===== src/verilog/calc_pkg.sv =====
package calc_pkg;

    // Datapath widths
    localparam int DATA_W  = 16;                // Operand and result width
    localparam int DIGIT_W = 4;                 // Keypad bus width
    localparam int DIGIT_MAX = 9;               // Largest decimal digit

    // Operator keys, one-hot
    localparam int OPSEL_W = 3;
    localparam logic [OPSEL_W-1:0] OPSEL_ADD = 3'b001;
    localparam logic [OPSEL_W-1:0] OPSEL_SUB = 3'b010;
    localparam logic [OPSEL_W-1:0] OPSEL_MUL = 3'b100;

    // Multiplier timing
    localparam int MULT_CYCLES = 16;            // One iteration per multiplier bit
    localparam int MULT_CNT_W  = $clog2(MULT_CYCLES);

    // Latched operator
    typedef enum logic [1:0] {
        OP_ADD = 2'd0,
        OP_SUB = 2'd1,
        OP_MUL = 2'd2
    } calc_op_t;

    // Controller states
    typedef enum logic [2:0] {
        GET_FIRST_NUM  = 3'd0,                  // Building operand a
        GET_SECOND_NUM = 3'd1,                  // Building operand b
        START_CALC     = 3'd2,                  // One cycle, fires unit start
        WAIT_CALC      = 3'd3,                  // Waiting for unit finish
        SHOW_RESULT    = 3'd4                   // Complete pulse, operands clear
    } calc_state_t;

    // Both operands as one bundle
    typedef struct packed {
        logic [DATA_W-1:0] a;                   // First operand
        logic [DATA_W-1:0] b;                   // Second operand
    } calc_operands_t;

endpackage


===== src/verilog/operand_entry.sv =====
`timescale 1ns/1ps

module operand_entry (
    input  logic                          clk,
    input  logic                          nRST,
    input  logic [calc_pkg::DIGIT_W-1:0]  keypad_input,   // Single keypad digit
    input  logic                          read_input,     // Digit strobe
    input  logic                          entry_en,       // High in entry states
    input  logic                          entry_sel,      // 0 operand a, 1 operand b
    input  logic                          entry_clear,    // Zero both operands
    output calc_pkg::calc_operands_t      operands
);
    import calc_pkg::*;

    logic              digit_valid;                       // Keypad value 0 to 9
    logic              digit_load;                        // Accept this digit
    logic [DATA_W-1:0] cur_value;                         // Operand being built
    logic [DATA_W-1:0] next_value;                        // Value times ten plus digit

    assign digit_valid = (keypad_input <= DIGIT_W'(DIGIT_MAX));
    assign digit_load  = entry_en && read_input && digit_valid;

    // Pick the operand that the digit goes into
    assign cur_value = entry_sel ? operands.b : operands.a;

    // x*10 as x*8 + x*2, wraps at 16 bits
    assign next_value = (cur_value << 3) + (cur_value << 1)
                      + {{(DATA_W-DIGIT_W){1'b0}}, keypad_input};

    always_ff @(posedge clk or negedge nRST) begin
        if (!nRST) begin
            operands <= '0;
        end else if (entry_clear) begin
            operands <= '0;                               // Clear after result shown
        end else if (digit_load) begin
            if (entry_sel) begin
                operands.b <= next_value;
            end else begin
                operands.a <= next_value;
            end
        end
    end

endmodule


===== src/verilog/add_sub_unit.sv =====
`timescale 1ns/1ps

module add_sub_unit (
    input  logic                         clk,
    input  logic                         nRST,
    input  calc_pkg::calc_operands_t     operands,       // a and b from entry
    input  calc_pkg::calc_op_t           op,             // Latched operator
    input  logic                         start_add_sub,  // One-cycle start
    output logic [calc_pkg::DATA_W-1:0]  add_sub_result,
    output logic                         add_sub_finish  // Result valid pulse
);
    import calc_pkg::*;

    logic [DATA_W-1:0] sum;                              // a + b
    logic [DATA_W-1:0] diff;                             // a - b, two's complement

    assign sum  = operands.a + operands.b;
    assign diff = operands.a - operands.b;

    // Result register, loaded only on start
    always_ff @(posedge clk) begin
        if (start_add_sub) begin
            add_sub_result <= (op == OP_SUB) ? diff : sum;
        end
    end

    // Finish one cycle behind start
    always_ff @(posedge clk or negedge nRST) begin
        if (!nRST) begin
            add_sub_finish <= 1'b0;
        end else begin
            add_sub_finish <= start_add_sub;
        end
    end

endmodule


===== src/verilog/seq_multiplier.sv =====
`timescale 1ns/1ps

module seq_multiplier (
    input  logic                         clk,
    input  logic                         nRST,
    input  calc_pkg::calc_operands_t     operands,     // a times b
    input  logic                         start_mult,   // One-cycle start
    output logic [calc_pkg::DATA_W-1:0]  mult_result,  // Low 16 bits of product
    output logic                         mult_finish   // Product valid pulse
);
    import calc_pkg::*;

    logic                  busy;                       // Iterations in progress
    logic [MULT_CNT_W-1:0] count;                      // Iterations still to run
    logic [DATA_W-1:0]     mcand;                      // Shifted multiplicand
    logic [DATA_W-1:0]     mplier;                     // Shifted multiplier
    logic [DATA_W-1:0]     product;                    // Partial product
    logic                  step;                       // Iterate this cycle
    logic [DATA_W-1:0]     cur_mcand;
    logic [DATA_W-1:0]     cur_mplier;
    logic [DATA_W-1:0]     cur_product;
    logic [DATA_W-1:0]     step_sum;

    assign step = start_mult || busy;

    // First iteration runs straight off the operands at start
    assign cur_mcand   = start_mult ? operands.a : mcand;
    assign cur_mplier  = start_mult ? operands.b : mplier;
    assign cur_product = start_mult ? '0 : product;

    // Add multiplicand when current multiplier bit set
    assign step_sum = cur_product + (cur_mplier[0] ? cur_mcand : '0);

    // Datapath, no reset
    always_ff @(posedge clk) begin
        if (step) begin
            product <= step_sum;
            mcand   <= cur_mcand << 1;                 // Next bit weight
            mplier  <= cur_mplier >> 1;                // Next bit into LSB
        end
    end

    // Iteration control
    always_ff @(posedge clk or negedge nRST) begin
        if (!nRST) begin
            busy        <= 1'b0;
            count       <= '0;
            mult_finish <= 1'b0;
        end else begin
            mult_finish <= 1'b0;
            if (start_mult) begin
                busy  <= 1'b1;
                count <= MULT_CNT_W'(MULT_CYCLES - 1); // One iteration done at start
            end else if (busy) begin
                count <= count - 1'b1;
                if (count == MULT_CNT_W'(1)) begin
                    busy        <= 1'b0;               // Last iteration this edge
                    mult_finish <= 1'b1;
                end
            end
        end
    end

    assign mult_result = product;

endmodule


===== src/verilog/calc_controller.sv =====
`timescale 1ns/1ps

module calc_controller (
    input  logic                         clk,
    input  logic                         nRST,
    input  logic [calc_pkg::OPSEL_W-1:0] operator_input,  // One-hot operator key
    input  logic                         equal_input,     // Equal strobe
    input  logic                         add_sub_finish,
    input  logic [calc_pkg::DATA_W-1:0]  add_sub_result,
    input  logic                         mult_finish,
    input  logic [calc_pkg::DATA_W-1:0]  mult_result,
    output logic                         entry_en,        // Digits accepted
    output logic                         entry_sel,       // 0 first, 1 second operand
    output logic                         entry_clear,     // Zero operands
    output calc_pkg::calc_op_t           op,              // Latched operator
    output logic                         start_add_sub,
    output logic                         start_mult,
    output logic                         complete,        // Result pulse
    output logic [calc_pkg::DATA_W-1:0]  display_output   // Held result
);
    import calc_pkg::*;

    calc_state_t       state;
    calc_state_t       next_state;
    logic              op_valid;                          // Operator key is one-hot
    calc_op_t          op_decoded;
    logic              unit_finish;                       // Finish of started unit
    logic [DATA_W-1:0] unit_result;                       // Result of started unit

    // One-hot operator decode, anything else ignored
    always_comb begin
        op_valid   = 1'b1;
        op_decoded = OP_ADD;
        case (operator_input)
            OPSEL_ADD: op_decoded = OP_ADD;
            OPSEL_SUB: op_decoded = OP_SUB;
            OPSEL_MUL: op_decoded = OP_MUL;
            default:   op_valid   = 1'b0;
        endcase
    end

    // Follow the unit that op selected
    assign unit_finish = (op == OP_MUL) ? mult_finish : add_sub_finish;
    assign unit_result = (op == OP_MUL) ? mult_result : add_sub_result;

    // Next state
    always_comb begin
        next_state = state;
        case (state)
            GET_FIRST_NUM: begin
                if (op_valid) begin
                    next_state = GET_SECOND_NUM;
                end
            end
            GET_SECOND_NUM: begin
                if (equal_input) begin
                    next_state = START_CALC;
                end
            end
            START_CALC: next_state = WAIT_CALC;           // Single cycle
            WAIT_CALC: begin
                if (unit_finish) begin
                    next_state = SHOW_RESULT;
                end
            end
            SHOW_RESULT: next_state = GET_FIRST_NUM;
            default: next_state = GET_FIRST_NUM;
        endcase
    end

    // State, operator, result and complete registers
    always_ff @(posedge clk or negedge nRST) begin
        if (!nRST) begin
            state          <= GET_FIRST_NUM;
            op             <= OP_ADD;
            complete       <= 1'b0;
            display_output <= '0;
        end else begin
            state    <= next_state;
            complete <= 1'b0;
            if (state == GET_FIRST_NUM && op_valid) begin
                op <= op_decoded;                         // Latch on leaving first entry
            end
            if (state == WAIT_CALC && unit_finish) begin
                complete       <= 1'b1;                   // High during SHOW_RESULT
                display_output <= unit_result;            // Same edge as complete
            end
        end
    end

    // Decoded controls
    assign entry_en      = (state == GET_FIRST_NUM) || (state == GET_SECOND_NUM);
    assign entry_sel     = (state == GET_SECOND_NUM);
    assign entry_clear   = (state == SHOW_RESULT);
    assign start_add_sub = (state == START_CALC) && (op != OP_MUL);
    assign start_mult    = (state == START_CALC) && (op == OP_MUL);

endmodule


===== src/verilog/calc_top.sv =====
`timescale 1ns/1ps

module calc_top (
    input  logic                         clk,
    input  logic                         nRST,
    input  logic [calc_pkg::DIGIT_W-1:0] keypad_input,    // Decimal digit
    input  logic                         read_input,      // Digit strobe
    input  logic [calc_pkg::OPSEL_W-1:0] operator_input,  // 001 add, 010 sub, 100 mul
    input  logic                         equal_input,     // Start calculation
    output logic                         complete,        // Result pulse
    output logic [calc_pkg::DATA_W-1:0]  display_output   // Last result
);
    import calc_pkg::*;

    calc_operands_t    operands;                          // a and b
    logic              entry_en;
    logic              entry_sel;
    logic              entry_clear;
    calc_op_t          op;
    logic              start_add_sub;
    logic              start_mult;
    logic [DATA_W-1:0] add_sub_result;
    logic              add_sub_finish;
    logic [DATA_W-1:0] mult_result;
    logic              mult_finish;

    operand_entry u_entry (
        .clk          (clk),
        .nRST         (nRST),
        .keypad_input (keypad_input),
        .read_input   (read_input),
        .entry_en     (entry_en),
        .entry_sel    (entry_sel),
        .entry_clear  (entry_clear),
        .operands     (operands)
    );

    calc_controller u_ctrl (
        .clk            (clk),
        .nRST           (nRST),
        .operator_input (operator_input),
        .equal_input    (equal_input),
        .add_sub_finish (add_sub_finish),
        .add_sub_result (add_sub_result),
        .mult_finish    (mult_finish),
        .mult_result    (mult_result),
        .entry_en       (entry_en),
        .entry_sel      (entry_sel),
        .entry_clear    (entry_clear),
        .op             (op),
        .start_add_sub  (start_add_sub),
        .start_mult     (start_mult),
        .complete       (complete),
        .display_output (display_output)
    );

    add_sub_unit u_add_sub (
        .clk            (clk),
        .nRST           (nRST),
        .operands       (operands),
        .op             (op),
        .start_add_sub  (start_add_sub),
        .add_sub_result (add_sub_result),
        .add_sub_finish (add_sub_finish)
    );

    seq_multiplier u_mult (
        .clk         (clk),
        .nRST        (nRST),
        .operands    (operands),
        .start_mult  (start_mult),
        .mult_result (mult_result),
        .mult_finish (mult_finish)
    );

endmodule


===== config.mk =====
export PLATFORM = sky130hd
export DESIGN_NAME = calc_top
export DESIGN_NICKNAME = d
export VERILOG_FILES = /design/src/verilog/calc_pkg.sv /design/src/verilog/operand_entry.sv /design/src/verilog/add_sub_unit.sv /design/src/verilog/seq_multiplier.sv /design/src/verilog/calc_controller.sv /design/src/verilog/calc_top.sv
export SDC_FILE = /design/constraint.sdc
export NUM_CORES = 1
export LEC_CHECK = 0
export BUFFER_PORTS_ARGS = -buffer_cell sky130_fd_sc_hd__buf_2
export CORE_ASPECT_RATIO = 1.1
export CORE_MARGIN = 2
export CORE_UTILIZATION = 45
export CTS_CLUSTER_SIZE = 28
export DETAILED_ROUTE_END_ITERATION = 16
export GPL_ROUTABILITY_DRIVEN = 0
export PLACE_DENSITY_LB_ADDON = 0.12
export SETUP_SLACK_MARGIN = 0.02
export SYNTH_ARGS = -nofsm -noshare
export SYNTH_HDL_FRONTEND = slang
export SYNTH_SLANG_ARGS = --single-unit

===== constraint.sdc =====
create_clock -name clk -period 5 [get_ports clk]
set_input_delay 1 -clock clk [delete_from_list [all_inputs] [get_ports clk]]
set_output_delay 1 -clock clk [all_outputs]
set_load 0.05 [all_outputs]

Word level (Yosys, flattened, before mapping)
Index checks and enable logic that the tools add are counted.
Storage, ports and cells
  register bits after elaboration: 123
  latch bits: 0
  bits in writable memories: 0
  bits in read-only memories: 0
  input bits: 11
  output and inout bits: 17
  memories kept: 0
Operators by class
  add/subtract/negate cells: 6
  multiply operators: 0
  divide/modulo/power cells: 0
  order comparisons: 1
  equal/unequal tests: 15
  shift operators: 0
  muxes and demuxes: 27
  bitwise operators: 0
  reductions and logical operators: 16
Operators with widths (number)
  16-bit two-way mux: 7
  32-bit two-way mux: 2
  16-bit adder: 3
  15-bit two-way mux: 2
  16-bit by 4-bit adder with 16-bit output: 1
  16-bit subtractor: 1
  3-bit one-hot mux with 4 select lines: 1
  3-bit by 2-bit == test with 1-bit output, second input constant: 3
  1-bit two-way mux: 9
  3-bit two-way mux: 3
  4-bit two-way mux: 2
  3-bit by 1-bit == test with 1-bit output, second input constant: 2
  3-bit == test, second input constant: 2
  1-bit logical AND: 6
  2-bit inequality test, second input constant: 3
  2-bit nonzero test: 3
  4-bit by 1-bit == test with 1-bit output, second input constant: 1
  4-bit less-or-equal comparator, second input constant: 1
  2-bit by 1-bit inequality test with 1-bit output, second input constant: 2
  2-bit one-hot mux with 2 select lines: 1
  2-bit AND reduction: 2
  4-bit by 1-bit subtractor with 4-bit output, second input constant: 1
  3-bit zero test: 1
  3-bit AND reduction: 1
  other kinds (4): 5

Depth between registers and ports, before layout
  word-level depth: 7
  gate-level depth with buffers: 16
  mapped depth without buffers: 13

Modules after synthesis
Synthesis repeated with hierarchy kept, for this count alone.
Second synthesis, totals
  cell total of the unflattened synthesis: 780
  area, all modules: 8331.7 µm²
By module, submodules not included
  seq_multiplier: instances 1, cells an instance 250, area each 3022.9 µm², sequential area each 1531.5 µm²
  operand_entry: instances 1, cells an instance 280, area each 2556.2 µm², sequential area each 800.8 µm²
  add_sub_unit: instances 1, cells an instance 159, area each 1565.3 µm², sequential area each 505.5 µm²
  calc_controller: instances 1, cells an instance 91, area each 1187.4 µm², sequential area each 550.5 µm²

Least setup slack after synthesis
OpenSTA, ideal clock, no wires.
  path kind: register -> register
  from: register u_ctrl.state[0]
  to: register, netlist name u_entry.operands[28]
  setup time: 121 ps
  data arrival time: 3522 ps
  data required time: 4879 ps
  path slack: 1357 ps
  stages on the path, launching flop included: 14
  path buffers: 3
  period minus slack after synthesis: 3643 ps
  cells stage by stage: dfrtp_1 -> buf_2 -> nor3b_1 -> buf_2 -> buf_2 -> mux2_2 -> fa_1 -> fa_1 -> a21o_1 -> a221oi_2 -> a21oi_1 -> a31oi_1 -> xnor2_1 -> a22o_1
Between the ends
  longest elaborated chain between the ends: 7
  elaborated cells on any way between the ends: 15
  classes of those cells: add/sub (2); eq/ne (3); mux (4); reduce/logical (6)
Ends and longest elaborated chain
  start, declared: line calc_controller.sv:23  | calc_state_t state;
  start signal, assigned: line calc_controller.sv:79  | state <= next_state;
  3-bit by 1-bit == test with 1-bit output: line calc_controller.sv:92, calc_controller.sv:93
  15-bit two-way mux: line operand_entry.sv:24  | assign cur_value = entry_sel ? operands.b : operands.a;
  16-bit adder: line operand_entry.sv:27  | assign next_value = (cur_value << 3) + (cur_value << 1)
  16-bit by 4-bit adder with 16-bit output: line operand_entry.sv:28  | + {{(DATA_W-DIGIT_W){1'b0}}, keypad_input};
  16-bit two-way mux: line operand_entry.sv:36  | if (entry_sel) begin
  32-bit two-way mux: line operand_entry.sv:35  | end else if (digit_load) begin
  32-bit two-way mux: line operand_entry.sv:33  | end else if (entry_clear) begin
Several ways; a longest one is shown, not always the timed one. The select of a mux whose other input is x is not followed.
A chain may end at the register's enable or synchronous reset.

Worst setup path after layout
  from: register u_ctrl.state[2]
  to: register u_mult.product[13] (netlist: u_mult.mult_result[13]), data pin
Between the ends
  longest elaborated chain between the ends: 5
  elaborated cells on any way between the ends: 7
  classes of those cells: add/sub (1); eq/ne (1); mux (4); reduce/logical (1)
Ends and longest elaborated chain
  3-bit by 2-bit == test with 1-bit output *: line calc_controller.sv:96  | assign start_mult = (state == START_CALC) && (op == OP_MUL);
  1-bit logical AND *: line calc_controller.sv:96
  16-bit two-way mux or 15-bit two-way mux (tied branches): line seq_multiplier.sv:27, seq_multiplier.sv:28
  16-bit two-way mux: line seq_multiplier.sv:32  | assign step_sum = cur_product + (cur_mplier[0] ? cur_mcand : '0);
  16-bit adder *: line seq_multiplier.sv:32
  named net u_mult.step_sum[13]: line seq_multiplier.sv:22  | logic [DATA_W-1:0] step_sum;
  end signal, assigned: line seq_multiplier.sv:37  | product <= step_sum;
  end, declared: line seq_multiplier.sv:17  | logic [DATA_W-1:0] product;
The timed path passes the listed nets; every way through them passes the cells marked *.

==> summary.md <==
| Metric | Value |
|---|---|
| Worst hold stages | `2` |
| Global-route wire length before repair | `30600 um` |
| R2r startpoint | `u_ctrl.state[2]$_DFFE_PN0P_` |
| Final HPWL DP | `between 10000 and 15000 um` |
| Logic pwr share | `0.017` |
| Antenna cell count | `0` |
| P per Cell Area | `about 260 nW/um2` |
| CP arrival | `~4400 ps` |
| Register area share after synthesis | `0.421` |
| Remaining DRCs | `0` |
| Layout Nets | `just over 900` |
| Slew Limit Fails | `0` |
| Max-Cap Viols | `0` |
| Synth Cell Area | `between 8000 and 9000 um2` |
| Post-DP Area | `8390 um2` |
| Worst R2R Setup Slack | `slightly below 900 ps` |
| Post-DR wirelength/cell | `16.6 um` |
| Buffers on Ports | `27` |
| Total Neg Setup Slack | `0 ps` |
| Reg2reg end | `u_mult.mult_result[13]$_DFFE_PP_` |
| Die height | `about 140 um` |
| Hold_sp | `u_entry.operands[16]$_DFFE_PN0P_` |
| Clock skew | `9.53 ps` |
| Number of flops mapped to enable cells by yosys | `62` |
| Fin area | `roughly 9000 um2` |
| CTS tree | `built` |
| Synth top area cells | `edfxtp_1 23%, dfrtp_1 19%, ha_1 9.2%` |
| Final setup fails | `0` |
| Post_cts resized | `0` |
| Clock Tree Buf Depth | `2` |
| Clock power frac | `0.521` |
| Commonest non-fill, non-tap cell in the layout | `nand2_1` |
| Crit path kind | `reg -> reg` |
| Chip width | `~130 um` |
| Grt ovf | `0` |
| Max VDD drop | `between 0.2 and 0.25 mV` |
| Vias in the first global route | `around 6200` |
| RSZ-0062 raised after global routing | `false` |
| Tot Pwr | `~0.0023 W` |
| Yosys reg bits | `123` |
| Switching Share | `0.209` |
| Num CTS Buffers | `17` |
| Status | `complete, no violations` |
| Critical Path End Type | `flop` |
| Fraction of registers with async set/reset | `0.496` |
| Unique masters post-synth | `just under 70` |
| DRT Wirelength | `18500 um` |
| Static Leak | `around 3.8 nW` |
| Most frequent cells in the layout | `139 x nand2_1, 64 x a21oi_1, 62 x edfxtp_1` |
| Synth Flop Type | `edfxtp_1` |
| Routed vias | `a little over 6000` |
| Rel. slew slack | `0.150` |
| Top-level I/O count | `28` |
| Synth-to-Final Area Change | `11.4%` |
| Synthesis Warnings | `0` |
| Post-Synthesis Cells | `about 840` |
| Final min period | `around 4100 ps` |
| Final number of hold-violating endpoints | `0` |
| Syn avg cell area | `around 9.6 um2` |
| DRT iter0 DRCs | `roughly 390` |
| Initial Utilization | `0.457` |
| Critical path peak fanout | `32` |
| Antenna violations before repair | `0` |
| Routed Antenna Nets | `0` |
| HP Class | `reg -> reg` |
| Top-area cell type share of the netlist area | `0.231` |
| Sequential Power Share | `0.462` |
| Top cell type by total area after synthesis | `edfxtp_1` |
| H-tree lvl count | `4` |
| Clock Latency Late Sink | `about 430 ps` |
| Hold Path End | `u_entry.operands[16]$_DFFE_PN0P_` |
| Reg2Reg Depth | `13` |
| Period utilization | `0.825` |
| DR vias/cell | `about 5.6` |
| Hold Buf Count CTS | `0` |
| Num rows | `just over 50` |
| Fmax | `0.243 GHz` |
| Worst slew pin tran | `between 1000 and 1500 ps` |
| Die ar. | `between 15000 and 20000 um2` |
| CTS clk-pin slew, worst paths | `around 60 ps` |
| Psw | `~0.00048 W` |
| Syn Nets | `915` |
| Postcts setup bufs | `0` |
| Crit. Startpoint | `u_ctrl.state[2]$_DFFE_PN0P_` |
| Largest net degree at the start of global routing | `62` |
| First-pass iteration count of the detailed router | `5` |
| Std-Cell Core Area | `17600 um2` |
| Clk root buf | `clkbuf_16` |
| Required time of the critical path | `around 5200 ps` |
| Int Pwr | `~0.0018 W` |
| Sink Count | `between 100 and 150` |
| Layout cell share with drive strength beyond 1 | `0.106` |
| Total GRT Usage | `0.203` |
| Type of origin of the critical path | `flop` |
cell usage after synthesis, drive strengths merged, types with 22 or more instances:
cell and number:
nand2 139, a21oi 65, edfxtp 62, nor2 62, dfrtp 61, ha 59, xnor2 38, o21ai 36
nor3 24, mux2i 22
state kept, by name, indices dropped and copies added, names as in the netlist:
signal,count
u_mult.busy,1
u_mult.mult_result,16
u_entry.operands,32
u_mult.mcand,15
u_mult.mplier,15
u_ctrl.state,3
u_mult.mult_finish,1
u_ctrl.op,2
u_mult.count,4
u_ctrl.display_output,16
u_add_sub.add_sub_result,16
u_add_sub.add_sub_finish,1
u_ctrl.complete,1
how the worst max path moves through the flow:
stage	depth (start not counted)	endpoint	slack, ps
after floorplan	13	u_entry.operands[28]$_DFFE_PN0P_	1360
after global placement	13	u_mult.mult_result[13]$_DFFE_PP_	980
after detailed placement	13	u_mult.mult_result[13]$_DFFE_PP_	900
after CTS	13	u_mult.mult_result[13]$_DFFE_PP_	890
after global routing	13	u_mult.mult_result[13]$_DFFE_PP_	550
final	13	u_mult.mult_result[13]$_DFFE_PP_	880
layout make-up:
| cell class | count | area [um2] |
|---|---|---|
| multi-input combinational | 664 | 4430 |
| inverter | 20 | 75.1 |
| timing repair buffer | 35 | 195 |
| clock inverter | 11 | 121 |
| sequential | 123 | 3390 |
| fill | 1675 | 8650 |
| clock buffer | 21 | 450 |
| tap | 238 | 298 |
logic make-up (layout without fill, tap and decap cells):
family	count (synthesis)	after routing	synth area share
and+or+nand+nor	327	327	0.196
AOI/OAI and AO/OA	185	185	0.147
DFF	123	123	0.421
adders and majority gates	63	63	0.102
buffers and inverters	54	87	0.0288
xor gates and xnor gates	52	52	0.0566
muxes	37	37	0.0488
worst max-delay path: stages (launching register included):
cell and delay [ps]:
dfrtp_1 520, or3b_4 470, or2_2 520, nor2_1 160, a21oi_1 50, buf_4 200, nor2b_1 220, ha_1 270
a21o_1 190, a21oi_2 190, o21ai_0 130, a31oi_1 350, o21ai_0 300, o311ai_1 350
per-layer routing:
layer  global-route usage  part of all wire  vias up
met5                    0                 0        -
met4               0.0818             0.024        0
met3               0.0312             0.025       31
met2                0.354              0.48      120
met1                0.256              0.47     2984
li1                     -                 -     3045
stage by stage:
step                      hold WS (ps)  instances   util  setup WS [ps]
after floorplan                    450        841      -           1360
after global placement             474       1080  0.476            983
after detailed placement           475       1080  0.476            897
after CTS                          489       1112  0.509            893
after global routing               531       1112  0.509            552
final                              486       1112  0.509            876
power by group through the flow:
stage / clock network (W) / registers (W) / logic, W
after CTS: 0.00122 / 0.00106 / 0.0000408
final: 0.00120 / 0.00106 / 0.0000400
after detailed placement: 0 / 0.00108 / 0.0000407
after global routing: 0.00126 / 0.00106 / 0.0000455
after global placement: 0 / 0.00108 / 0.0000392
after floorplan: 0 / 0.00108 / 0.0000187
No activity file was read; power rests on OpenSTA's default activity.
